$ cat src/riscv_pkg.sv
package riscv_pkg;

    localparam int XLEN = 32;

    typedef logic [XLEN-1:0] uint_x_t;
    typedef logic [31:0]     addr_t;

    typedef enum logic [1:0] {
        MEN_X,  // no memory access
        MEN_L,
        MEN_S,
        MEN_A
    } mem_sel_t;

    typedef enum logic [1:0] {
        SIZE_B,
        SIZE_H,
        SIZE_W
    } mem_size_t;

    typedef enum logic {
        OP_SIGNED,
        OP_UNSIGNED
    } sign_sel_t;

    typedef enum logic [3:0] {
        ASEL_LR,
        ASEL_SC,
        ASEL_AMO_SWAP,
        ASEL_AMO_ADD,
        ASEL_AMO_XOR,
        ASEL_AMO_AND,
        ASEL_AMO_OR,
        ASEL_AMO_MIN,
        ASEL_AMO_MAX
    } aext_sel_t;

    typedef struct packed {
        mem_sel_t  mem_wen;
        mem_size_t mem_size;
        sign_sel_t sign_sel;  // also picks signed min/max for amo
        aext_sel_t a_sel;
    } mem_ctrl_t;

    typedef logic [31:0] trap_cause_t;

    localparam trap_cause_t CAUSE_LOAD_ACCESS_FAULT      = 32'd5;
    localparam trap_cause_t CAUSE_STORE_AMO_ACCESS_FAULT = 32'd7;
    localparam trap_cause_t CAUSE_LOAD_PAGE_FAULT        = 32'd13;
    localparam trap_cause_t CAUSE_STORE_AMO_PAGE_FAULT   = 32'd15;

    typedef struct packed {
        logic        valid;
        trap_cause_t cause;
    } trap_info_t;

endpackage
$ cat src/mem_bus_pkg.sv
package mem_bus_pkg;

    typedef enum logic {
        FE_ACCESS_FAULT,
        FE_PAGE_FAULT
    } fault_kind_t;

    typedef struct packed {
        logic                  valid;
        logic                  wen;
        riscv_pkg::addr_t      addr;
        riscv_pkg::uint_x_t    wdata;
        riscv_pkg::mem_size_t  wmask;  // access size, lane from addr[1:0]
    } d_req_t;

    typedef struct packed {
        logic                  valid;
        logic                  error;
        fault_kind_t           errty;
        riscv_pkg::uint_x_t    rdata;
    } d_resp_t;

    localparam int DMEM_WORDS    = 1024;
    localparam int DMEM_IDX_BITS = $clog2(DMEM_WORDS);

    // bit 31 set is a page fault, otherwise anything past the array faults on access
    localparam logic [31:0] DMEM_BYTES = 32'(DMEM_WORDS * 4);

    // accept edge to response
    localparam int MEM_LATENCY  = 3;
    localparam int LAT_CNT_BITS = $clog2(MEM_LATENCY + 1);

endpackage

$ cat src/mem_stage_fsm.sv
module mem_stage_fsm (
    input  logic                     clk,
    input  logic                     reset,
    input  logic                     valid,
    input  logic                     is_new,
    input  riscv_pkg::mem_ctrl_t     ctrl,
    input  riscv_pkg::addr_t         alu_out,
    input  riscv_pkg::uint_x_t       rs2_data,
    input  riscv_pkg::uint_x_t       amo_wdata,
    input  logic                     ready,
    input  mem_bus_pkg::d_resp_t     dresp,
    output mem_bus_pkg::d_req_t      dreq,
    output riscv_pkg::uint_x_t       saved_rdata,
    output logic                     sc_succeeded,
    output logic                     resp_error,
    output mem_bus_pkg::fault_kind_t resp_errty,
    output logic                     is_stall
);
    import riscv_pkg::*;
    import mem_bus_pkg::*;

    typedef enum logic [1:0] {
        IDLE,
        WAIT_READY,
        WAIT_RVALID,
        WAIT_WVALID
    } state_t;

    state_t   state;
    logic     executed;
    mem_sel_t replace_op;
    logic     reserve_valid;
    addr_t    reserve_addr;
    logic     is_done;
    mem_sel_t op;
    logic     is_store;
    logic     is_amo;

    assign is_done = executed & ~is_new;  // is_new starts a fresh instruction
    assign op = is_done ? MEN_X : (state != IDLE ? replace_op : ctrl.mem_wen);
    assign is_store = (op == MEN_S) | (op == MEN_A & ctrl.a_sel == ASEL_SC);
    assign is_amo = ctrl.a_sel != ASEL_LR & ctrl.a_sel != ASEL_SC;

    assign dreq.valid = (state == WAIT_READY) & valid & (op != MEN_X);
    assign dreq.wen   = is_store;
    assign dreq.addr  = alu_out;
    assign dreq.wdata = (ctrl.mem_wen == MEN_A & is_amo) ? amo_wdata : rs2_data;
    assign dreq.wmask = ctrl.mem_size;

    assign is_stall = valid & ((state != IDLE) | (op != MEN_X));

    always_ff @(posedge clk) begin
        if (reset) begin
            state         <= IDLE;
            executed      <= 1'b0;
            replace_op    <= MEN_X;
            reserve_valid <= 1'b0;
            sc_succeeded  <= 1'b0;
            resp_error    <= 1'b0;
        end else if (!valid || op == MEN_X) begin
            state      <= IDLE;
            replace_op <= MEN_X;
            if (!valid || is_new) begin
                executed <= 1'b0;
            end
        end else begin
            case (state)
                IDLE: begin
                    replace_op <= op;
                    executed   <= 1'b0;
                    resp_error <= 1'b0;
                    state      <= WAIT_READY;
                    if (op == MEN_A) begin
                        case (ctrl.a_sel)
                            ASEL_SC: begin
                                if (reserve_valid && reserve_addr == alu_out) begin
                                    sc_succeeded <= 1'b1;
                                end else begin
                                    // no reservation, finish without touching memory
                                    state        <= IDLE;
                                    replace_op   <= MEN_X;
                                    sc_succeeded <= 1'b0;
                                    executed     <= 1'b1;
                                end
                                reserve_valid <= 1'b0;
                            end
                            ASEL_LR: begin
                                reserve_addr  <= alu_out;
                                reserve_valid <= 1'b1;
                            end
                            default: ;
                        endcase
                    end
                end
                WAIT_READY: begin
                    if (ready) begin
                        state <= is_store ? WAIT_WVALID : WAIT_RVALID;
                    end
                end
                WAIT_RVALID: begin
                    if (dresp.valid) begin
                        saved_rdata <= dresp.rdata;
                        resp_error  <= dresp.error;
                        resp_errty  <= dresp.errty;
                        if (op == MEN_A && is_amo && !dresp.error) begin
                            state      <= WAIT_READY;  // write half of the amo
                            replace_op <= MEN_S;
                        end else begin
                            state      <= IDLE;
                            replace_op <= MEN_X;
                            executed   <= 1'b1;
                        end
                    end
                end
                WAIT_WVALID: begin
                    if (dresp.valid) begin
                        resp_error <= dresp.error;
                        resp_errty <= dresp.errty;
                        state      <= IDLE;
                        replace_op <= MEN_X;
                        executed   <= 1'b1;
                    end
                end
                default: state <= IDLE;
            endcase
        end
    end

endmodule

$ cat config.mk
export PLATFORM = sky130hd
export DESIGN_NAME = mem_stage_fsm
export DESIGN_NICKNAME = d
export VERILOG_FILES = /design/src/riscv_pkg.sv /design/src/mem_bus_pkg.sv /design/src/mem_stage_fsm.sv
export SDC_FILE = /design/constraint.sdc
export NUM_CORES = 1
export LEC_CHECK = 0
export BUFFER_PORTS_ARGS = -buffer_cell sky130_fd_sc_hd__buf_2
export CAP_MARGIN = 20
export CELL_PAD_IN_SITES_DETAIL_PLACEMENT = 0
export CELL_PAD_IN_SITES_GLOBAL_PLACEMENT = 1
export CORE_MARGIN = 3
export CORE_UTILIZATION = 33
export DETAILED_ROUTE_END_ITERATION = 10
export PLACE_DENSITY = 0.86
export SLEW_MARGIN = 0
export SYNTH_ARGS = -nofsm -noshare
export SYNTH_HDL_FRONTEND = slang
export SYNTH_SLANG_ARGS = --single-unit
export TNS_END_PERCENT = 50
$ cat constraint.sdc
create_clock -name clk -period 9.3 [get_ports clk]
set_input_delay 0 -clock clk [delete_from_list [all_inputs] [get_ports clk]]
set_output_delay 0 -clock clk [all_outputs]
set_load 0.03 [all_outputs]
# --- Word level (Yosys, flattened, before mapping) ---
# Index checks and enable logic that the tools add are counted.
totals:
  register_bits: 73
  in_bits: 145
  elab_cells: 97
op_classes:
  n_eq_ne: 17
  mux: 31
  bitwise: 12
  n_reduce_logical: 28
op_table:
  columns: ["operator", "n"]
  rows:
  - ["32-bit equality test", 1]
  - ["32-bit two-way mux", 1]
  - ["2-bit two-way mux", 10]
  - ["4-bit AND reduction", 4]
  - ["1-bit two-way mux", 15]
  - ["2-bit equality test, second input constant", 5]
  - ["5-bit AND reduction", 2]
  - ["3-bit inequality test, second input constant", 3]
  - ["3-bit AND reduction", 3]
  - ["2-bit one-hot mux with 4 select lines", 1]
  - ["2-bit nonzero test", 4]
  - ["4-bit nonzero test", 2]
  - ["1-bit AND", 7]
  - ["2-bit inequality test, second input constant", 3]
  - ["2-bit one-hot mux with 3 select lines", 1]
  - ["4-bit by 1-bit equality test with 1-bit output, second input constant", 1]
  - ["2-bit zero test", 2]
  - ["4-bit zero test", 1]
  - ["2-bit by 1-bit inequality test with 1-bit output, second input constant", 2]
  - ["4-bit by 1-bit inequality test with 1-bit output, second input constant", 1]
  - ["1-bit one-hot mux with 2 select lines", 2]
  - ["2-bit OR reduction", 2]
  - ["1-bit logical AND", 3]
  - ["1-bit inverter", 3]
  - ["6 further kinds", 9]

# --- Depth between registers and ports, before layout ---
logic_depth:
  depth_word: 10
  ltp_mapped: 7
  depth_no_buf: 5

# --- Least setup slack after synthesis ---
# No wires, ideal clock.
synth_path:
  path_type: "reg2reg"
  startpoint: "register state[1]"
  endpoint: "register reserve_addr[0] (enable)"
  setup_time_ps: 502
  arrival_ps: 4331
  slack_ps: 4467
  path_stages_with_launch: 7
  n_path_buf: 2
  path_cell_list: "dfxtp_1 buf_6 or2_1 buf_6 a211oi_2 nand3b_2 nor4_1"
synth_between:
  elab_chain_cells: 7
synth_rtl:
  columns: ["item", "line", "text"]
  rows:
  - ["from (decl)", "mem_stage_fsm.sv:29", "state_t state;"]
  - ["from (signal assigned)", "mem_stage_fsm.sv:97", "state <= is_store ? WAIT_WVALID : WAIT_RVALID;"]
  - ["2-bit nonzero test", "mem_stage_fsm.sv:40", "assign op = is_done ? MEN_X : (state != IDLE ? replace_op : ctrl.mem_wen);"]
  - ["2-bit two-way mux (2 in a row)", "mem_stage_fsm.sv:40", null]
  - ["2-bit zero test", "mem_stage_fsm.sv:60", "end else if (!valid || op == MEN_X) begin"]
  - ["1-bit logical OR", "mem_stage_fsm.sv:60", null]
  - ["1-bit inverter (no line)", null, null]
  - ["5-bit AND reduction (no line) *", null, null]
  - ["to (signal assigned)", "mem_stage_fsm.sv:88", "reserve_addr <= alu_out;"]
  - ["to (decl)", "mem_stage_fsm.sv:33", "addr_t reserve_addr;"]
# Every way passes the cells marked *; elsewhere a longest branch is shown, timed or not.
# A chain may end at the register's enable or synchronous reset.

# --- Worst setup path after layout ---
layout_path:
  startpoint: "register state[1]"
  endpoint: "register reserve_addr[12] (enable)"
# Same word-level chain as after synthesis.

==> out/qor.yml <==
sta:
  slew_viol_final: 0
  fmax_mhz: 380
  slew_headroom_pct: 51.7
  final_hold_viol_count: 0
  fin_skew_ns: 0.00757
  period_share_pct: 28.3
  worst_slew_pin_slew_ns: 0.717
  setup_viol: 0
  period_minus_slack_ns: 2.63
  rsz0062_at_grt: "no"
  fin_hold_ws_ns: 0.0000469
  fin_setup_tns_ns: 0
layout:
  drive_gt1_share_pct: 54.9
  seq_area_mm2: 0.00211
  num-nets-final: 694
  multi_input_area_mm2: 0.00117
  antennaDiodeCount: 0
  areaGrowthSynthToFinish_pct: 55.5
  fillCellCount: 930
route:
  ant_nets: 0
  vias: 3102
  wl_per_cell_um: 15.1
  drt_first_pass_iters: 4
  totalWireLength_um: 10500
  remaining_drc_errors: 0
  drt_iter0_drc: 140
  vias_per_cell: 4.50
placed_design:
  place.gp.congestion: 0.906
  hpwl_um: 7690
  io_buffers: 243
power:
  leakage_uw: 0.00237
  p_comb_share_pct: 21.2
  worst_ir_drop_vdd_v: 0.0000848
  internal-power_uw: 531
  p_switching_uw: 215
  clkPwrFrac_pct: 30.6
  seqPwrFrac_pct: 48.2
  swShare_pct: 28.8
  power_density_mw_per_mm2: 133
clocking:
  cts_resized: 0
  cts_buffers: 9
  cts_buffer_depth: 2
  clkLatencyLatePin_ns: 0.34
  cts_root_buf: "clkbuf_8"
  cts.sinks: 73
  cts_tree: "yes"
  clk_pin_slew_ns: 0.08
  cts_max_level: 3
synth:
  postSynth.asyncResetShare_pct: 0
  ys_top_cells_by_count: "edfxtp_1, buf_4, mux2_2"
  synth_fp_nets: 409
  synth_cell_types: 41
  synth_top_area_share_pct: 54.3
  synthCells: 264
  netlist_top_cells_area: "edfxtp_1, mux2_2, buf_4"
  synth-seq-area-share_pct: 58.7
  yosysMostFrequentCell: "edfxtp_1"
  ys_warn_count: 0
  avgSynthCellArea_um2: 13.6
  ys_ff_latch: 73
  synth_flop_cell: "edfxtp_1"
  synth_top_cell_by_area: "edfxtp_1"
  synth_edf_count: 65
  syn_area_mm2: 0.00360
run_status:
  status: "finished, final reports clean"
floorplanning:
  core_region_area_mm2: 0.0105
  die_height_um: 110
  boundaryPins: 249
  num_rows: 37
  die_w_um: 110
  die-area_mm2: 0.0122
  initial_core_util_pct: 34.4
grt:
  grt_pass1_vias: 2866
  grt_use_total_pct: 15.8
  grt_first_pass_wirelength_um: 14600
  grt_overflow_total: 0
  grt_max_degree: 33
  antenna_found_initial: 0
flow_run:
  max-cap-violations: 0
critical_path:
  start_kind: "register"
  crit_path_end_kind: "register"
  crit_arrival_ns: 2.65
  cp_max_fo: 24
  worst-setup-path-type: "reg2reg"
  critPathRequiredTime_ns: 9.32
worst_hold_path:
  hold_class: "in2out"
==> cell families after synthesis <==
kind of cell              share of synthesized area, %
xor gates and xnor gates                          7.79
DFF                                               58.7
buffers and inverters                             8.98
muxes                                             10.0
AOI/OAI and AO/OA                                 5.74
and+or+nand+nor                                   8.73
==> placed cells by master (no fill, tap or decap), types with 2 or more instances in the layout <==
cell type / instances
buf_2: 243
dlygate4sd3_1: 69
edfxtp_1: 65
mux2_2: 32
xnor2_1: 24
clkbuf_8: 9
a21oi_1: 8
nor2_1: 8
nand4_1: 8
xor2_1: 8
dfxtp_1: 8
nand2_1: 7
o21ai_0: 6
nand3_1: 5
nor4_1: 5
inv_1: 4
buf_4: 4
nor3_1: 3
nor3b_1: 3
nand2b_1: 3
clkinvlp_4: 3
nand3b_1: 2
a211oi_1: 2
inv_6: 2
==> path summary, 6_finish.rpt <==
path | startpoint | cells after the start | endpoint | slack [ns]
max reg2reg | state[1] | 6 | reserve_addr[12] | 6.67
max | state[1] | 6 | reserve_addr[12] | 6.67
min reg2reg | sc_succeeded | 2 | sc_succeeded | 0.52
min | ctrl[6] | 0 | dreq[1] | 0.00005
==> stage by stage <==
| step | util [%] | total power, uW | cell area [um2] | worst slack [ns] | instances |
|---|---|---|---|---|---|
| 2_1_floorplan | - | 456 | 3600 | 4.47 | 264 |
| 3_3_place_gp | 45.0 | 500 | 4710 | 6.20 | 604 |
| 3_5_place_dp | 45.0 | 502 | 4710 | 6.13 | 604 |
| 4_1_cts | 53.4 | 756 | 5580 | 6.07 | 689 |
| 5_1_grt | 53.4 | 785 | 5590 | 6.49 | 690 |
| 6_report | 53.4 | 746 | 5590 | 6.67 | 690 |
==> layer usage <==
layer  global-route usage, %  up-vias  share of wire [%]  routed length (um)
met3                    4.54       11                7.3                 766
met2                    25.6      135                 50                5220
met1                    20.9     1434                 42                4380
met4                    3.87        0               0.88                  92
li1                        -     1522                  -                   -
met5                       0        -                  0                   0
==> final cells by class <==
| cell class | count | area share [%] |
|---|---|---|
| clock inverter | 7 | 1.07 |
| timing repair buffer | 316 | 34.6 |
| sequential | 73 | 37.8 |
| tap | 136 | 3.04 |
| inverter | 4 | 0.269 |
| multi-input combinational | 145 | 21.0 |
| clock buffer | 9 | 2.22 |
==> power groups by stage <==
| stage | logic [uW] | registers (uW) | clock network [uW] |
|---|---|---|---|
| 2_1_floorplan | 90.2 | 366 | 0 |
| 3_3_place_gp | 133 | 367 | 0 |
| 3_5_place_dp | 135 | 367 | 0 |
| 4_1_cts | 158 | 359 | 239 |
| 5_1_grt | 170 | 359 | 255 |
| 6_report | 158 | 359 | 228 |
==> sequential cells by signal, summed over array words and instances, names as in the netlist <==
signal / cells
resp_errty: 1
reserve_addr: 32
replace_op: 2
reserve_valid: 1
state: 2
sc_succeeded: 1
resp_error: 1
saved_rdata: 32
executed: 1
==> critical path: stages (launching register included) <==
cell      delay [ns]
dfxtp_1         0.46
or2_1           0.40
a211oi_2        0.36
nand3b_2        0.26
nor4_2          0.26
buf_4           0.22
buf_4           0.33
==> repair_timing <==
action,CTS,global route
hold endpoints to repair,70,0
hold buffers,69,0
buffers inserted,0,0
(Power assumes the default switching activity.)
