$ cat src/riscv_pkg.sv
package riscv_pkg;

    localparam int XLEN = 32;

    typedef logic [XLEN-1:0] uint_x_t;
    typedef logic [31:0]     addr_t;

    typedef enum logic [1:0] {
        MEN_X,  // no memory access
        MEN_L,
        MEN_S,
        MEN_A
    } mem_sel_t;

    typedef enum logic [1:0] {
        SIZE_B,
        SIZE_H,
        SIZE_W
    } mem_size_t;

    typedef enum logic {
        OP_SIGNED,
        OP_UNSIGNED
    } sign_sel_t;

    typedef enum logic [3:0] {
        ASEL_LR,
        ASEL_SC,
        ASEL_AMO_SWAP,
        ASEL_AMO_ADD,
        ASEL_AMO_XOR,
        ASEL_AMO_AND,
        ASEL_AMO_OR,
        ASEL_AMO_MIN,
        ASEL_AMO_MAX
    } aext_sel_t;

    typedef struct packed {
        mem_sel_t  mem_wen;
        mem_size_t mem_size;
        sign_sel_t sign_sel;  // also picks signed min/max for amo
        aext_sel_t a_sel;
    } mem_ctrl_t;

    typedef logic [31:0] trap_cause_t;

    localparam trap_cause_t CAUSE_LOAD_ACCESS_FAULT      = 32'd5;
    localparam trap_cause_t CAUSE_STORE_AMO_ACCESS_FAULT = 32'd7;
    localparam trap_cause_t CAUSE_LOAD_PAGE_FAULT        = 32'd13;
    localparam trap_cause_t CAUSE_STORE_AMO_PAGE_FAULT   = 32'd15;

    typedef struct packed {
        logic        valid;
        trap_cause_t cause;
    } trap_info_t;

endpackage
$ cat src/amo_alu.sv
module amo_alu (
    input  riscv_pkg::mem_ctrl_t ctrl,
    input  riscv_pkg::uint_x_t   mem_rdata,
    input  riscv_pkg::uint_x_t   rs2_data,
    output riscv_pkg::uint_x_t   amo_wdata
);
    import riscv_pkg::*;

    logic mem_lt;  // memory word below rs2

    assign mem_lt = (ctrl.sign_sel == OP_SIGNED) ? ($signed(mem_rdata) < $signed(rs2_data))
                                                 : (mem_rdata < rs2_data);

    always_comb begin
        amo_wdata = '0;
        if (ctrl.mem_wen == MEN_A) begin
            case (ctrl.a_sel)
                ASEL_AMO_SWAP: amo_wdata = rs2_data;
                ASEL_AMO_ADD:  amo_wdata = mem_rdata + rs2_data;
                ASEL_AMO_XOR:  amo_wdata = mem_rdata ^ rs2_data;
                ASEL_AMO_AND:  amo_wdata = mem_rdata & rs2_data;
                ASEL_AMO_OR:   amo_wdata = mem_rdata | rs2_data;
                ASEL_AMO_MIN:  amo_wdata = mem_lt ? mem_rdata : rs2_data;
                ASEL_AMO_MAX:  amo_wdata = mem_lt ? rs2_data : mem_rdata;
                default:       amo_wdata = '0;  // lr, sc
            endcase
        end
    end

endmodule

$ cat config.mk
export PLATFORM = sky130hd
export DESIGN_NAME = amo_alu
export DESIGN_NICKNAME = d
export VERILOG_FILES = /design/src/riscv_pkg.sv /design/src/amo_alu.sv
export SDC_FILE = /design/constraint.sdc
export NUM_CORES = 1
export LEC_CHECK = 0
export BUFFER_PORTS_ARGS = -buffer_cell sky130_fd_sc_hd__buf_2
export CAP_MARGIN = 10
export CORE_MARGIN = 1.5
export CORE_UTILIZATION = 58
export DETAILED_ROUTE_END_ITERATION = 8
export PLACE_DENSITY_LB_ADDON = 0.15
export SLEW_MARGIN = 20
export SYNTH_ARGS = -nofsm -noshare
export SYNTH_HDL_FRONTEND = slang
export SYNTH_SLANG_ARGS = --single-unit
$ cat constraint.sdc
create_clock -name vclk -period 3.7
set_clock_uncertainty 0.05 [all_clocks]
set_input_delay 0.37 -clock vclk [all_inputs]
set_output_delay 0.37 -clock vclk [all_outputs]
set_load 0.01 [all_outputs]
After elaboration in Yosys (flattened, before gate mapping):

Cells that the tools add are included.
Widths: inputs -> output; s select.

* $add $sub $neg: 1
* $lt $le $gt $ge: 2
* eq/ne operators: 8
* mux-type cells: 5
* bitwise gates (word level): 3

Operators with widths (count)
* $pmux 32 s7: 1
* $mux 32: 3
* $lt 32x32->1: 2
* $add 32x32->32: 1
* $and 32x32->32: 1
* $or 32x32->32: 1
* $xor 32x32->32: 1
* $eq 4x3->1 const B: 4
* $eq 4x2->1 const B: 2
* $eq 4x4->1 const B: 1
* $eq 2x2->1 const B: 1
* $mux 1: 1

* bits in registers: 0
* output and inout bits: 32
* word-level logic and storage cells: 19

Longest topological paths before layout:

Gate-level depths: netlist (run 1).

* word-level depth: 5
* gate-level depth with buffers: 14
* mapped depth without buffers: 11

Least setup slack after synthesis (run 1):

OpenSTA, ideal clock, no wires.

* path kind: input port to output port
* start: input mem_rdata[27]
* end: output amo_wdata[2]
* arrival: 2.873 ns
* data required time: 3.280 ns
* setup slack: 0.407 ns
* stages on the path: 13
* path through: inv_1 ha_1 buf_6 or4_4 a311oi_2 o31ai_1 a21oi_2 mux2i_1 or2_1 buf_6 buf_6 a22oi_1 a21oi_1

* longest elaborated chain between the ends: 5
* elaborated cells between the ends (all ways): 7
* those cells by class: order compare (2); mux (5)

Ends and longest elaborated chain
* start: declaration: line amo_alu.sv:3 `input riscv_pkg::uint_x_t mem_rdata,`
* $lt 32x32->1, on equally long branches: line amo_alu.sv:11, amo_alu.sv:12
* $mux 1 (*): line amo_alu.sv:11 `assign mem_lt = (ctrl.sign_sel == OP_SIGNED) ? ($signed(mem_rdata) < $signed(rs2_data))`
* $mux 32, on equally long branches: line amo_alu.sv:24, amo_alu.sv:23
* $pmux 32 s7 (*): line amo_alu.sv:17 `case (ctrl.a_sel)`
* $mux 32 (*): line amo_alu.sv:16 `if (ctrl.mem_wen == MEN_A) begin`
* end: declaration: line amo_alu.sv:5 `output riscv_pkg::uint_x_t amo_wdata`

Every way passes the cells marked *; elsewhere a longest branch is shown, timed or not.

Worst setup path in the final report (run 1):

* start: input rs2_data[0]
* end: output amo_wdata[24]

* longest elaborated chain between the ends: 5
* elaborated cells between the ends (all ways): 8
* those cells by class: add/sub (1); order compare (2); mux (5)

Ends and longest elaborated chain
* start: declaration: line amo_alu.sv:4 `input riscv_pkg::uint_x_t rs2_data,`
* $lt 32x32->1, on equally long branches: line amo_alu.sv:11, amo_alu.sv:12
* $mux 1: line amo_alu.sv:11
* $mux 32, on equally long branches: line amo_alu.sv:24, amo_alu.sv:23
* $pmux 32 s7 (*): line amo_alu.sv:17
* $mux 32 (*): line amo_alu.sv:16

Marked as above.

==> results.toml, run 1 <==
[power_and_ir_drop]
switching_share_pct = 57.8
power_frac_clock_pct = 0
leakagePower_nw = 2.72
power.density_mw_per_mm2 = 125
p_seq_share_pct = 0
p_sw_mw = 0.378
p_total_mw = 0.654
vdd_drop_max_v = 0.0000671
internal_power_mw = 0.276
combPwrFrac_pct = 100.0

[drt]
routedWlPerCell_um = 15.6
drt-pass1-iter-count = 4
drt-vias-per-instance = 6.15
drt_iter0_drc = 230
wl_um = 13100
num_vias = 5155
post-route-drc-count = 0
detail-route-antenna-nets = 0

[timing]
fmax_mhz = 277
worstMarginPinSlew_ns = 0.996
layout_setup_ws_ns = 0.0881
min_period_over_period_pct = 97.6
slew_headroom_pct = 33.3
rsz0062_at_grt = "yes"
finalHoldViolCount = 0
slew_viol_final = 0
fin_crit_ns = 3.61
setup_viol = 0

[synth]
syn_inst = 636
synth.most_common_cell = "ha_1"
synth.area.top_cells = "ha_1, a21oi_1, inv_1"
seq_area_frac_synth_pct = 0
synth.largest_area_cell = "ha_1"
syn_area_mm2 = 0.00436
synth_cell_type_count = 53
avgSynthCellArea_um2 = 6.86
synth_commonest_cells = "ha_1, inv_1, a21oi_1, o21ai_0, nand2_1"
synth_top_area_share_pct = 27.5
syn_nets = 806
ys_warn_count = 0

[finish]
seq_cells = 0
layout-drive-gt1-share_pct = 25.4
fillCellCount = 644
seqCellArea_um2 = 0
final_nets = 911
area_delta_synth_final_pct = 20.3
finalCoreUtilization_pct = 72.4
diodes = 0
clock_buffers = 0

[place]
place_ws_ns = -0.00378
hpwlAfterDp_um = 10000
place.gp.congestion = 0.941
io_buffers = 103

[floorplan]
core_area_mm2 = 0.00725
die_w_um = 89.7
start_util_pct = 60.2
die_area_mm2 = 0.00805
die_h_um = 89.7
num_io_pins = 105
rows = 31

[grt]
grt_pass1_vias = 4865
grt_util_all_layers_pct = 30.4
grt_pass1_wl_um = 21500
grt_overflow = 0
grt_antenna_before_repair = 0
grt_max_degree = 33

[worst_setup_path]
critPathKind = "input port to output port"
crit_path_start_kind = "input port"
cp.required_ns = 3.28
end_kind = "output port"
cp_max_fo = 5
cp.arrival_ns = 3.19

[worst_hold_path]
holdPathStages = 4
min_to = "amo_wdata[7]"
min_from = "rs2_data[7]"
hold_class = "input port to output port"

[clock_network]
cts_hold_buf = 0
cts_setup_buffers = 0

[flow_run]
max-cap-violations = 0

[status]
outcome = "finished clean"
## power groups by stage
stage                     Sequential [mW]  Combinational, mW  Clock (mW)
after floorplan                         0              0.412           0
after global placement                  0              0.601           0
final                                   0              0.654           0
after detailed placement                0              0.618           0
after global routing                    0              0.717           0
after CTS                               0              0.623           0
## through the flow
step / setup TNS (ns) / hold slack [ns] / std cells / cell area (um2)
after floorplan: 0 / 0.812 / 636 / 4360
after global placement: 0 / 1.02 / 838 / 5140
after detailed placement: -0.00651 / 1.03 / 838 / 5140
after CTS: 0 / 1.03 / 838 / 5140
after global routing: 0 / 1.05 / 838 / 5250
final: 0 / 1.03 / 838 / 5250
## routing by layer
metal,track usage (%),routed length [um],vias up
li1,-,-,2509
met1,38.5,5490,2394
met2,54.8,6340,219
met3,1.69,917,33
met4,9.79,335,0
met5,0,0,-
## final cells by class
| cell class | count | area, um2 | share of cell area [%] |
|---|---|---|---|
| timing repair buffer | 142 | 825 | 15.7 |
| tap | 99 | 124 | 2.36 |
| multi-input combinational | 516 | 4000 | 76.1 |
| inverter | 81 | 304 | 5.79 |
## worst max-delay path, cell delays in order
cell and delay [ns]:
buf_2 0.13, ha_1 0.22, fa_1 0.41, a211oi_2 0.24
o211ai_1 0.19, a41o_1 0.30, a221o_1 0.33, a21o_1 0.19
o22ai_1 0.20, o21ai_0 0.16, mux2i_1 0.15, a21oi_1 0.16
buf_2 0.15
## layout by cell type (no fill, tap or decap), types with 6 or more instances in the layout
| cell | count |
|---|---|
| a21o_1 | 20 |
| a21oi_1 | 64 |
| a221oi_1 | 15 |
| a221oi_2 | 21 |
| a22oi_1 | 21 |
| and3_1 | 8 |
| buf_2 | 103 |
| buf_4 | 37 |
| ha_1 | 94 |
| inv_1 | 81 |
| mux2i_1 | 6 |
| nand2_1 | 47 |
| nand3_1 | 11 |
| nor2_1 | 42 |
| nor3_1 | 9 |
| o21ai_0 | 48 |
| o21bai_1 | 8 |
| o22ai_1 | 6 |
| xnor2_1 | 10 |
## timing repair
item / 4_1_cts / 5_1_grt
pin swaps: 0 / 0
setup endpoints to repair: 3 / 32
cloned: 0 / 0
resized for setup: 1 / 22
## kinds of logic (layout without fill, tap and decap cells)
family,after synthesis,after routing,synth area share [%]
buffers and inverters,120,223,11.2
multiplexers,7,7,1.63
AND/OR/NAND/NOR,149,149,16.0
adder cells (fa/ha/maj),97,97,28.0
AO/OA/AOI/OAI,250,250,40.6
XOR/XNOR,13,13,2.61
## worst max path at each step
stage                              from             to  slack, ns
final                       rs2_data[0]  amo_wdata[24]       0.09
after global routing      mem_rdata[26]  amo_wdata[10]     0.0002
after CTS                  rs2_data[13]   amo_wdata[8]       0.01
after detailed placement   rs2_data[13]   amo_wdata[8]     -0.004
after global placement     rs2_data[13]   amo_wdata[8]       0.02
after floorplan           mem_rdata[27]   amo_wdata[2]       0.41
(Power assumes the default switching activity.)
==> inputs of run 2 (changes only) <==
--- a/config.mk
+++ b/config.mk
@@ -10,6 +10,7 @@
 export CORE_MARGIN = 1.5
 export CORE_UTILIZATION = 58
 export DETAILED_ROUTE_END_ITERATION = 8
+export GPL_TIMING_DRIVEN = 0
 export PLACE_DENSITY_LB_ADDON = 0.15
 export SLEW_MARGIN = 20
 export SYNTH_ARGS = -nofsm -noshare
==> results.toml, run 2 (synthesis gave the netlist of run 1 again) <==
[status]
outcome = "finished clean"

[floorplan]
num_io_pins = 105
die_area_mm2 = 0.00805
die_h_um = 89.7
core_area_mm2 = 0.00725
rows = 31
start_util_pct = 60.2
die_w_um = 89.7

[timing]
slew_viol_final = 0
worstMarginPinSlew_ns = 0.779
finalHoldViolCount = 0
fin_crit_ns = 3.61
setup_viol = 0
slew_headroom_pct = 48.1
min_period_over_period_pct = 97.7
fmax_mhz = 277

[grt]
grt_util_all_layers_pct = 34.8
grt_max_degree = 11
grt_pass1_vias = 4947
grt_pass1_wl_um = 23700
grt_antenna_before_repair = 0
grt_overflow = 0

[drt]
post-route-drc-count = 0
num_vias = 5448
drt-vias-per-instance = 6.48
detail-route-antenna-nets = 0
drt_iter0_drc = 469
route.met2.wl_um = 7260
drt-pass1-iter-count = 6
route.met3.wl_um = 1370
routedWlPerCell_um = 18.2
wl_um = 15300
met1_length_um = 6130
highest_layer = "met4"

[worst_setup_path]
cp_max_fo = 8
slowest_stage = "nor4_4"
cp.required_ns = 3.28
crit_buf_inv = 6
cp.arrival_ns = 3.19
end_kind = "output port"
crit_path_start_kind = "input port"
critPathTopFamily = "simple AND/OR/NAND/NOR gates"
slowest_delay_ns = 0.31
cp_cell_sequence = "buf_2, inv_1, ha_4, buf_6, nor4_4, nand2_2, a211oi_2, nor4_2, a21oi_2, mux2i_4, or2_1, buf_6, buf_12, a221oi_2, nor2_1, buf_2"
critPathKind = "input port to output port"
cp.depth = 16

[finish]
design_area_mm2 = 0.00549
seq_cells = 0
diodes = 0
fillCellCount = 587
area_delta_synth_final_pct = 25.7
multi_input_comb_area_mm2 = 0.00420
layout_common_cells = "buf_2, ha_1, inv_1"
clock_buffers = 0
final_nets = 914
final_common_cell = "buf_2"
seqCellArea_um2 = 0
layout-drive-gt1-share_pct = 26.3

[worst_hold_path]
hold_class = "input port to output port"
min_to = "amo_wdata[7]"
min_from = "rs2_data[7]"
holdPathStages = 4

[place]
place.gp.congestion = 0.978
dpl_cell_area_mm2 = 0.00501
hpwlAfterDp_um = 11200
io_buffers = 103

[power_and_ir_drop]
vdd_drop_max_v = 0.0000689
leakagePower_nw = 2.70
power.density_mw_per_mm2 = 129
p_total_mw = 0.707

[flow_run]
max-cap-violations = 0
## run 2: changes by cell type in the layout (fill, tap and decap cells not counted), sizes merged
cell,delta
clkbuf,+21
buf,-18
## run 2: final cells by class
cell class	count	area share (%)
Tap cell	99	2.26
Timing Repair Buffer	115	12.0
Buffer	30	3.63
Inverter	81	5.59
Multi-Input combinational cell	516	76.5
## run 2: layer usage
layer  global-route usage [%]  vias to the layer above
li1                         -                     2532
met1                     45.0                     2522
met2                     61.0                      335
met3                     1.86                       59
met4                     12.4                        0
met5                        0                        -
## run 2: repair_timing
| action | CTS | global route |
|---|---|---|
| pin swaps | 5 | 25 |
| setup endpoints to repair | 32 | 32 |
| setup buffers | 4 | 7 |
| hold buffers | 0 | 0 |
| cloned | 0 | 1 |
| resized for setup | 53 | 32 |
## run 2: worst max path at each step
stage / endpoint / startpoint / slack, ns
after floorplan: amo_wdata[2] / mem_rdata[27] / 0.41
after global placement: amo_wdata[17] / mem_rdata[12] / -0.49
after detailed placement: amo_wdata[17] / mem_rdata[12] / -0.51
after CTS: amo_wdata[26] / mem_rdata[27] / -0.0008
after global routing: amo_wdata[25] / mem_rdata[1] / -0.02
final: amo_wdata[17] / mem_rdata[13] / 0.09
## run 2: through the flow
stage / hold WS, ns / cells / setup slack, ns / TNS, ns / util [%]
after floorplan: 0.812 / 636 / 0.407 / 0 / -
after global placement: 1.02 / 838 / -0.485 / -11.05 / 69.0
after detailed placement: 1.03 / 838 / -0.506 / -11.98 / 69.1
after CTS: 1.04 / 838 / -0.000751 / -0.000751 / 72.7
after global routing: 1.07 / 841 / -0.0235 / -0.0435 / 75.6
final: 1.04 / 841 / 0.0860 / 0 / 75.6
## run 2: power by group
group / total, mW / switching (mW) / internal (mW)
Combinational: 0.707 / 0.412 / 0.295
Clock: 0 / 0 / 0
Sequential: 0 / 0 / 0
