==> src/riscv_pkg.sv <==
package riscv_pkg;

    localparam int XLEN = 32;

    typedef logic [XLEN-1:0] uint_x_t;
    typedef logic [31:0]     addr_t;

    typedef enum logic [1:0] {
        MEN_X,  // no memory access
        MEN_L,
        MEN_S,
        MEN_A
    } mem_sel_t;

    typedef enum logic [1:0] {
        SIZE_B,
        SIZE_H,
        SIZE_W
    } mem_size_t;

    typedef enum logic {
        OP_SIGNED,
        OP_UNSIGNED
    } sign_sel_t;

    typedef enum logic [3:0] {
        ASEL_LR,
        ASEL_SC,
        ASEL_AMO_SWAP,
        ASEL_AMO_ADD,
        ASEL_AMO_XOR,
        ASEL_AMO_AND,
        ASEL_AMO_OR,
        ASEL_AMO_MIN,
        ASEL_AMO_MAX
    } aext_sel_t;

    typedef struct packed {
        mem_sel_t  mem_wen;
        mem_size_t mem_size;
        sign_sel_t sign_sel;  // also picks signed min/max for amo
        aext_sel_t a_sel;
    } mem_ctrl_t;

    typedef logic [31:0] trap_cause_t;

    localparam trap_cause_t CAUSE_LOAD_ACCESS_FAULT      = 32'd5;
    localparam trap_cause_t CAUSE_STORE_AMO_ACCESS_FAULT = 32'd7;
    localparam trap_cause_t CAUSE_LOAD_PAGE_FAULT        = 32'd13;
    localparam trap_cause_t CAUSE_STORE_AMO_PAGE_FAULT   = 32'd15;

    typedef struct packed {
        logic        valid;
        trap_cause_t cause;
    } trap_info_t;

endpackage
==> src/mem_bus_pkg.sv <==
package mem_bus_pkg;

    typedef enum logic {
        FE_ACCESS_FAULT,
        FE_PAGE_FAULT
    } fault_kind_t;

    typedef struct packed {
        logic                  valid;
        logic                  wen;
        riscv_pkg::addr_t      addr;
        riscv_pkg::uint_x_t    wdata;
        riscv_pkg::mem_size_t  wmask;  // access size, lane from addr[1:0]
    } d_req_t;

    typedef struct packed {
        logic                  valid;
        logic                  error;
        fault_kind_t           errty;
        riscv_pkg::uint_x_t    rdata;
    } d_resp_t;

    localparam int DMEM_WORDS    = 1024;
    localparam int DMEM_IDX_BITS = $clog2(DMEM_WORDS);

    // bit 31 set is a page fault, otherwise anything past the array faults on access
    localparam logic [31:0] DMEM_BYTES = 32'(DMEM_WORDS * 4);

    // accept edge to response
    localparam int MEM_LATENCY  = 3;
    localparam int LAT_CNT_BITS = $clog2(MEM_LATENCY + 1);

endpackage

==> src/result_formatter.sv <==
module result_formatter (
    input  riscv_pkg::mem_ctrl_t     ctrl,
    input  riscv_pkg::uint_x_t       saved_rdata,
    input  logic                     sc_succeeded,
    input  logic                     resp_error,
    input  mem_bus_pkg::fault_kind_t resp_errty,
    input  riscv_pkg::trap_info_t    trapinfo,
    output riscv_pkg::uint_x_t       next_mem_rdata,
    output riscv_pkg::trap_info_t    next_trapinfo
);
    import riscv_pkg::*;
    import mem_bus_pkg::*;

    logic store_class;  // sc and amo fault as stores

    assign store_class = (ctrl.mem_wen == MEN_S) |
                         (ctrl.mem_wen == MEN_A & ctrl.a_sel != ASEL_LR);

    always_comb begin
        if (ctrl.mem_wen == MEN_A) begin
            if (ctrl.a_sel == ASEL_SC) begin
                next_mem_rdata = sc_succeeded ? '0 : uint_x_t'(1);
            end else begin
                next_mem_rdata = saved_rdata;  // old word for lr and amo
            end
        end else begin
            case (ctrl.mem_size)
                SIZE_B: begin
                    next_mem_rdata = {{24{ctrl.sign_sel == OP_SIGNED & saved_rdata[7]}},
                                      saved_rdata[7:0]};
                end
                SIZE_H: begin
                    next_mem_rdata = {{16{ctrl.sign_sel == OP_SIGNED & saved_rdata[15]}},
                                      saved_rdata[15:0]};
                end
                default: next_mem_rdata = saved_rdata;
            endcase
        end
    end

    always_comb begin
        if (ctrl.mem_wen == MEN_X) begin
            next_trapinfo = trapinfo;
        end else begin
            next_trapinfo.valid = resp_error;
            if (!resp_error) begin
                next_trapinfo.cause = '0;
            end else if (resp_errty == FE_PAGE_FAULT) begin
                next_trapinfo.cause = store_class ? CAUSE_STORE_AMO_PAGE_FAULT
                                                  : CAUSE_LOAD_PAGE_FAULT;
            end else begin
                next_trapinfo.cause = store_class ? CAUSE_STORE_AMO_ACCESS_FAULT
                                                  : CAUSE_LOAD_ACCESS_FAULT;
            end
        end
    end

endmodule

==> config.mk <==
export PLATFORM = sky130hd
export DESIGN_NAME = result_formatter
export DESIGN_NICKNAME = d
export VERILOG_FILES = /design/src/riscv_pkg.sv /design/src/mem_bus_pkg.sv /design/src/result_formatter.sv
export SDC_FILE = /design/constraint.sdc
export NUM_CORES = 1
export LEC_CHECK = 0
export ABC_AREA = 1
export BUFFER_PORTS_ARGS = -buffer_cell sky130_fd_sc_hd__buf_4
export CORE_MARGIN = 4
export CORE_UTILIZATION = 35
export DETAILED_ROUTE_END_ITERATION = 8
export PLACE_DENSITY = 0.95
export SYNTH_ARGS = -nofsm -noshare
export SYNTH_HDL_FRONTEND = slang
export SYNTH_SLANG_ARGS = --single-unit
==> constraint.sdc <==
create_clock -name vclk -period 1.3
set_input_delay 0.26 -clock vclk [all_inputs]
set_output_delay 0.26 -clock vclk [all_outputs]
set_load 0.005 [all_outputs]
After elaboration in Yosys (flattened, before gate mapping)
Index checks and enable logic that the tools add are counted.

Reductions and logical operators: 3. Eq/ne operators: 4. Bitwise gates (word level): 5. Mux-type cells: 9.

Operator list (count): $mux W32 (2); $pmux W32 S2 (1); $mux W33 (1); $mux W4 (2); $eq A2 B2 Y1 const B (2); $eq A4 B1 Y1 const B (1); $logic_not A2 Y1 (2); $mux W2 (2); $reduce_bool A4 Y1 (1); $and A1 B1 Y1 (3); $eq A2 B1 Y1 const B (1); $mux W1 (1); $not A1 Y1 (1); $or A1 B1 Y1 (1).

Word-level logic and storage cells: 21. Input port bits: 77. Flip-flop bits (word level): 0.

Longest topological paths before layout
Gate-level depths: netlist (run 1).

Depth in word-level cells: 7. Gate-level depth with buffers: 8. Gate-level depth less buffers: 7.

Worst setup path after synthesis (run 1)
No wires, ideal clock.

Path type: input port to output port. From: input port ctrl[6] (netlist name). To: output port next_mem_rdata[23]. Cell stages on the path: 7. Arrival: 0.885 ns. Path buffers: 2. Setup slack: 0.155 ns. Path through: buf_6 nor2_4 nand2_4 buf_6 nand3_1 nand2_1 inv_1.

Longest elaborated chain between the ends: 3.

RTL lines: start: declaration (RTL line result_formatter.sv:2) `input riscv_pkg::mem_ctrl_t ctrl,`; $eq A2 B1 Y1 / $logic_not A2 Y1 (equally long branches) (RTL line result_formatter.sv:27) `case (ctrl.mem_size)`; $pmux W32 S2 (*) (RTL line result_formatter.sv:27); $mux W32 (*) (RTL line result_formatter.sv:20) `if (ctrl.mem_wen == MEN_A) begin`; end: declaration (RTL line result_formatter.sv:8) `output riscv_pkg::uint_x_t next_mem_rdata,`.

Every way passes the cells marked *; elsewhere a longest branch is shown, timed or not.

Worst setup path after layout (run 1)
From: input port ctrl[1] (netlist name). To: output port next_mem_rdata[18].

Longest elaborated chain between the ends: 3.

RTL lines: $eq A4 B1 Y1 (RTL line result_formatter.sv:21) `if (ctrl.a_sel == ASEL_SC) begin`; $mux W32 (RTL line result_formatter.sv:21); $mux W32 (RTL line result_formatter.sv:20).

Every way passes these cells.

==> results_dict.tcl, run 1 <==
set metrics [dict create \
    global_route_wire_length_before_repair_um 8970 \
    drt-initial-drc-count 176 \
    synth_fa_ha_area_share_pct 0 \
    failed_checks "negative setup slack" \
    worst_pin_slew_ps 234 \
    headroom_to_the_max_slew_limit_pct 84.4 \
    cellPowerDensity_nw_per_um2 361 \
    die_area_um2 4410 \
    floorplan.initialDensity_pct 37.9 \
    outcome "complete, but fails checks" \
    hpwl_um 4300 \
    synthXorXnorAreaFrac_pct 0 \
    p_leak_nw 1.86 \
    min_period_over_period_pct 112 \
    p_total_w 0.00105 \
    storage_cell_area_um2 0 \
    design.core.area_um2 3150 \
    synthCells 257 \
    post_dp_cell_area_um2 2310 \
    post_synth_mux_area_share_pct 0 \
    stdcell_count 455 \
    antenna_left 0 \
    cp_max_fo 10 \
    grt_usage_pct 25.1 \
    hp-class "in2out" \
    num-nets-final 490 \
    ys_warn_count 0 \
    period_needed_ps 1450 \
    critPathKind "in2out" \
    first_pass_iters 5 \
    maximum_frequency_from_static_timing_analysis_ghz 0.688 \
    layout.sequential_cells 0 \
    global_route.overflow_total 0 \
    num_antenna_cells 0 \
    num_io_pins 142 \
    hold_violations 0 \
    critical_path.endpoint_type "output pin" \
    synth.lib_cells_used.distinct 18 \
    final_layout_size_suffix_gt1_share_pct 62.5 \
    synth_compound_area_share_pct 6.50 \
    ir_worst_vdd_mv 0.256 \
    clkbuf_count 0 \
    routed_wire_length_per_instance_um 19.2 \
    synth_simple_gate_area_share_pct 62.5 \
    synth.net_count 334 \
    antenna_found_initial 0 \
    rsz0062_at_grt "yes" \
    dpl_worst_slack_ps -140 \
    ctsHoldBuffers 0 \
    vias_per_cell 5.53 \
    final_worst_path_setup_slack_ps -154 \
    synthesis.area_um2 1190 \
    worstPathArrival_ps 1190 \
    final_setup_violation_count 39 \
    worst_ep_required_time_ps 1040 \
    yosysSeqAreaShare_pct 0 \
    worst_setup_path_start_kind "primary input" \
    remaining_drc_errors 0 \
    final_instance_area_um2 2920 \
    detail_route.wirelength_um 8740 \
    number_of_placement_rows 20 \
    finalWeightedCongestion 0.835 \
    final_max_slew_viol_count 0 \
    timing.setup.tns_ps -2880 \
    route.vias.total 2514 \
    maxCapViolations 0 \
    combinational_family_with_the_most_area_after_synthesis "simple AND/OR/NAND/NOR gates" \
    fp.dieW_um 66.4 \
    floorplan_die_height_um 66.4 \
    via_count_of_the_first_global_routing_pass 2083 \
    syn2layout_area_growth_pct 145 \
    postSynthAreaPerCell_um2 4.64 \
    grt_max_degree 21 \
    post-place-cells 444 \
    buffer_ports.inserted 142 \
]
## final timing paths
kind	cells past startpoint	end	from	slack [ps]
max	9	next_mem_rdata[18]	ctrl[1]	-150
min	3	next_mem_rdata[0]	sc_succeeded	780
## critical path, stage by stage
cell	delay [ps]
buf_8	100
nor2_4	140
nand2_4	110
clkbuf_16	190
nand2_2	60
nand2_1	60
nand2_1	80
inv_1	60
buf_6	110
## cell type report
type	count	area (um^2)
repair buffers	163	1440
multi-input cells	185	1170
well taps	44	55.1
fillers	117	233
inverters	63	255
## through the flow
| step | hold slack (ps) | utilization [%] |
|---|---|---|
| 3_3_place_gp | 768 | 73.2 |
| 5_1_grt | 790 | 92.6 |
| 2_1_floorplan | 580 | - |
| 3_5_place_dp | 771 | 73.2 |
| 4_1_cts | 771 | 78.4 |
| 6_report | 778 | 92.6 |
## synthesized netlist by cell type (all sizes together)
library cell | instances | area, um^2
nand3 | 26 | 160
nor2 | 33 | 146
inv | 62 | 233
nand4 | 1 | 6.26
or2 | 1 | 6.26
nand2 | 105 | 427
o21ai | 14 | 77.6
buf | 14 | 133
clkinv | 1 | 5.00
## repair_timing
item / CTS / global route
setup endpoints to repair: 64 / 61
gates resized for setup: 31 / 100
gates cloned: 2 / 5
hold endpoints to repair: 0 / 0
buffers inserted: 1 / 3
pin swaps: 12 / 56
## layout by cell type, fill, tap and decap left out, drive strengths merged
master | synthesis | routed
clkinv | 1 | 1
buf | 14 | 161
nor2 | 33 | 33
clkinvlp | 0 | 1
nand4 | 1 | 1
or2 | 1 | 1
nand3 | 26 | 27
o21ai | 14 | 14
nand2 | 105 | 109
inv | 62 | 61
clkbuf | 0 | 2
## power breakdown
part | switching [W] | internal [W] | total [W]
Combinational | 0.000508 | 0.000547 | 0.00105
Sequential | 0 | 0 | 0
Clock | 0 | 0 | 0
Total | 0.000508 | 0.000547 | 0.00105
## cell families (layout without fill, tap and decap cells)
group,Yosys count,in the layout
buffers and inverters,77,226
and+or+nand+nor,166,171
AOI/OAI and AO/OA,14,14
## metal layers
metal | track usage, % | wire length, um
met1 | 23.4 | 2730
met2 | 53.2 | 4250
met3 | 5.10 | 1010
met4 | 6.60 | 760
met5 | 0 | 0
Power figures use the tool's default switching activity.
==> run 2: changes to the inputs <==
RECOVER_POWER = 50   (was not set)
==> run 2 against run 1 <==
The run still ends with negative setup slack left. Power is 0.17% lower. Combinational power hardly changed. Critical path depth stayed put. Fmax hardly changed. Core utilization is 0.079 points lower. Clock-buffer cell count stayed put. Largest cell class unchanged.
==> results_dict.tcl, run 2 (synthesis gave the netlist of run 1 again) <==
set metrics [dict create \
    design.core.area_um2 3150 \
    cellPowerDensity_nw_per_um2 361 \
    combPwrFrac_pct 100.0 \
    ctsHoldBuffers 0 \
    timing.hold.ws_ps 778 \
    final_max_slew_viol_count 0 \
    global_route.overflow_total 0 \
    cp_max_fo 10 \
    num_io_pins 142 \
    first_pass_iters 5 \
    most-common-layout-cells "buf_4, nand2_1, inv_1" \
    rsz0062_at_grt "yes" \
    worst_setup_path_start_kind "primary input" \
    crit_path_start "ctrl[1]" \
    hp-class "in2out" \
    post_dp_cell_area_um2 2310 \
    clkbuf_count 0 \
    stdcell_count 455 \
    final_layout_size_suffix_gt1_share_pct 62.3 \
    critical_path.max_stage_delay_ps 190 \
    layout.sequential_cells 0 \
    p_leak_nw 1.86 \
    antenna_left 0 \
    part_of_the_power_in_the_clock_network_pct 0 \
    grt_usage_pct 25.1 \
    final_instance_area_um2 2920 \
    worstPathArrival_ps 1190 \
    buffer_ports.inserted 142 \
    switching_power_w 0.000506 \
    num_antenna_cells 0 \
    failed_checks "negative setup slack" \
    route.vias.total 2497 \
    p_seq_share_pct 0 \
    number_of_placement_rows 20 \
    worst_setup_path_endpoint "next_mem_rdata[18]" \
    post-place-cells 444 \
    finalWeightedCongestion 0.835 \
    outcome "complete, but fails checks" \
    remaining_drc_errors 0 \
    p_total_w 0.00105 \
    floorplan_die_height_um 66.4 \
    period_needed_ps 1450 \
    final_worst_path_setup_slack_ps -155 \
    maximum_frequency_from_static_timing_analysis_ghz 0.687 \
    power.share.switching_pct 48.1 \
    cell_occurring_most_often_along_the_worst_timing_path "nand2_1" \
    syn2layout_area_growth_pct 144 \
    routed_wire_length_per_instance_um 19.2 \
    vias_per_cell 5.49 \
    die_area_um2 4410 \
    floorplan.initialDensity_pct 37.9 \
    grt_max_degree 21 \
    p_int_w 0.000546 \
    global_route_wire_length_before_repair_um 8970 \
    mostFrequentLayoutCell "buf_4" \
    final_core_util_pct 92.5 \
    antenna_found_initial 0 \
    critPathKind "in2out" \
    hold_violations 0 \
    hpwl_um 4300 \
    final_setup_violation_count 38 \
    maxCapViolations 0 \
    ir_worst_vdd_mv 0.256 \
    fp.dieW_um 66.4 \
    min_period_over_period_pct 112 \
    headroom_to_the_max_slew_limit_pct 84.4 \
    crit_chain "buf_8 > nor2_4 > nand2_4 > clkbuf_16 > nand2_2 > nand2_1 > nand2_1 > inv_1 > buf_6" \
    critical_path.endpoint_type "output pin" \
    num-nets-final 490 \
    via_count_of_the_first_global_routing_pass 2083 \
    storage_cell_area_um2 0 \
    worst_ep_required_time_ps 1040 \
    drt-initial-drc-count 176 \
    crit_path_top_delay_cell "clkbuf_16" \
    detail_route.wirelength_um 8720 \
    worst_pin_slew_ps 234 \
]
==> run 2: cell counts in the layout (fill, tap and decap cells not counted) <==
No cell type changed its count.
==> run 2: worst min-delay path by stage <==
stage              startpoint                end  slack, ps  cells after the start
3_5_place_dp   saved_rdata[4]  next_mem_rdata[4]        770                      4
2_1_floorplan    sc_succeeded  next_mem_rdata[0]        580                      1
4_1_cts        saved_rdata[4]  next_mem_rdata[4]        770                      4
5_1_grt        saved_rdata[3]  next_mem_rdata[3]        790                      4
6_report         sc_succeeded  next_mem_rdata[0]        780                      3
3_3_place_gp   saved_rdata[4]  next_mem_rdata[4]        770                      4
==> run 2: power groups by stage <==
stage / Sequential, W / Combinational, W / Clock (W)
finish: 0 / 0.00105 / 0
global route: 0 / 0.00111 / 0
CTS: 0 / 0.000812 / 0
detailed placement: 0 / 0.000751 / 0
global placement: 0 / 0.000726 / 0
floorplan: 0 / 0.000313 / 0
==> run 2: routing by layer <==
| metal | track usage [%] | vias up | share of wire, % | routed length, um |
|---|---|---|---|---|
| li1 | - | 1059 | - | - |
| met1 | 23.4 | 1136 | 32 | 2760 |
| met2 | 53.2 | 225 | 49 | 4260 |
| met3 | 5.10 | 77 | 11 | 953 |
| met4 | 6.60 | 0 | 8.5 | 742 |
| met5 | 0 | - | 0 | 0 |
==> run 2: worst max-delay path, delay by kind of cell <==
kind                   cells  cell delay [ps]
buffers and inverters      4              460
AND/OR/NAND/NOR            5              460
==> run 2: layout make-up <==
| type | instances | area (um^2) |
|---|---|---|
| Tap cell | 44 | 55.1 |
| Multi-Input combinational cell | 185 | 1170 |
| Fill cell | 117 | 235 |
| Timing Repair Buffer | 163 | 1440 |
| Inverter | 63 | 255 |
==> run 2: repair_timing <==
action / CTS / global route
cloned: 2 / 5
gates resized for setup: 31 / 100
setup endpoints to repair: 64 / 61
buffers inserted: 1 / 3
pin swaps: 12 / 56
==> run 2: metrics by stage <==
| step | setup WS (ps) | TNS [ps] |
|---|---|---|
| after floorplan | 155 | 0 |
| after global placement | -81.4 | -4020 |
| after detailed placement | -140 | -5360 |
| after CTS | -37.3 | -410 |
| after global routing | -221 | -4780 |
| final | -155 | -2850 |
==> run 3: changes to the inputs <==
BUFFER_PORTS_ARGS = -buffer_cell sky130_fd_sc_hd__clkbuf_2   (was -buffer_cell sky130_fd_sc_hd__buf_4)
==> run 3 against run 2 <==
The run still ends with negative setup slack left. Cell count grew 0.22%. Wire length shrank 40%. Core utilization shrank 19 points. First-iteration DRC count shrank 59%. Combinational power shrank 31%. Non-clock buffer count grew 2. Critical path depth shrank 1. Die area is the same. Sequential share of layout area is the same. Worst setup slack gained 110 ps. Fmax grew 8.2%.
==> results_dict.tcl, run 3 (synthesis gave the netlist of run 1 again) <==
set metrics [dict create \
    via_count_of_the_first_global_routing_pass 1920 \
    first_pass_iters 4 \
    grt_usage_pct 20.6 \
    floorplan_die_height_um 66.4 \
    floorplan.initialDensity_pct 37.9 \
    clkbuf_count 0 \
    worst_setup_path_start_kind "primary input" \
    worstPathArrival_ps 1090 \
    num_io_pins 142 \
    worst_pin_slew_ps 244 \
    remaining_drc_errors 0 \
    failed_checks "negative setup slack" \
    layout.sequential_cells 0 \
    final_worst_path_setup_slack_ps -45.2 \
    design.core.area_um2 3150 \
    cellPowerDensity_nw_per_um2 315 \
    mostFrequentLayoutCell "clkbuf_2" \
    p_leak_nw 1.69 \
    hp-class "in2out" \
    headroom_to_the_max_slew_limit_pct 83.7 \
    number_of_placement_rows 20 \
    ir_worst_vdd_mv 0.209 \
    outcome "complete, but fails checks" \
    finalWeightedCongestion 0.795 \
    timing.setup.tns_ps -599 \
    most-common-layout-cells "clkbuf_2, nand2_1, inv_1" \
    critical_path.endpoint_type "output pin" \
    fp.dieW_um 66.4 \
    crit_path_start "ctrl[5]" \
    final_setup_violation_count 24 \
    syn2layout_area_growth_pct 93.1 \
    rsz0062_at_grt "yes" \
    hold_path_startpoint "sc_succeeded" \
    fill_cells 266 \
    num-nets-final 491 \
    storage_cell_area_um2 0 \
    final_max_slew_viol_count 0 \
    critPathKind "in2out" \
    maximum_frequency_from_static_timing_analysis_ghz 0.743 \
    detail_route.wirelength_um 5190 \
    antenna_left 0 \
    num_antenna_cells 0 \
    min_period_over_period_pct 103 \
    route.vias.total 2084 \
    global_route_wire_length_before_repair_um 7560 \
    cp_max_fo 6 \
    maxCapViolations 0 \
    die_area_um2 4410 \
    global_route.overflow_total 0 \
    period_needed_ps 1350 \
    hpwl_um 3820 \
    routed_wire_length_per_instance_um 11.4 \
    post-place-cells 445 \
    hold_violations 0 \
    buffer_ports.inserted 142 \
    worst_ep_required_time_ps 1040 \
    grt_max_degree 17 \
    stdcell_count 456 \
    antenna_found_initial 0 \
    final_layout_size_suffix_gt1_share_pct 51.0 \
    vias_per_cell 4.57 \
    ctsHoldBuffers 0 \
    drt-initial-drc-count 73 \
]
==> run 3: changes by cell type in the layout (fill, tap and decap cells not counted), sizes merged <==
cell      change
or2           +1
clkbuf      +126
nand2         -2
inv           +1
buf         -124
clkinvlp      -1
==> run 3: power breakdown <==
| group | internal, W | switching (W) | total [W] | leakage (nW) |
|---|---|---|---|---|
| logic | 0.000364 | 0.000361 | 0.000725 | 1.69 |
| registers | 0 | 0 | 0 | 0 |
| clock network | 0 | 0 | 0 | 0 |
==> run 3: final timing paths <==
check / to / slack [ps] / cells after the start
worst min-delay path: next_mem_rdata[0] / 760 / 3
worst max-delay path: next_mem_rdata[8] / -50 / 8
==> run 3: through the flow <==
step                util (%)  setup slack [ps]  total power [W]  cell area, um^2  hold slack, ps
floorplan                  -               155         0.000313             1190             580
global placement        62.1             -91.8         0.000593             1960             755
detailed placement      62.1              -100         0.000610             1960             761
CTS                     65.5             -28.5         0.000652             2060             758
global route            73.1              -122         0.000813             2300             785
finish                  73.1             -45.2         0.000725             2300             765
==> run 3: worst max-delay path, stage by stage <==
cell and delay [ps]:
buf_8 100, nor2_4 180, buf_4 160, nand2_4 80, nand2_1 80, nand2_1 60, nand2_1 60, clkbuf_2 100
==> run 3: repair_timing <==
action | in CTS | in global routing
buffers inserted | 1 | 4
gates cloned | 1 | 5
setup endpoints to repair | 61 | 60
gates resized for setup | 20 | 56
pin swaps | 4 | 14
==> run 3: cell type report <==
class	instances	area [um^2]	share of cell area, %
repair buffers	165	1020	44.1
multi-input cells	184	982	42.6
inverters	63	251	10.9
well taps	44	55.1	2.39
==> run 3: layer usage <==
layer	GRT usage [%]	vias up	wire [um]
met5	0	-	0
met4	3.81	0	121
met3	3.23	10	510
met2	43.9	106	2750
met1	20.1	911	1810
li1	-	1057	-
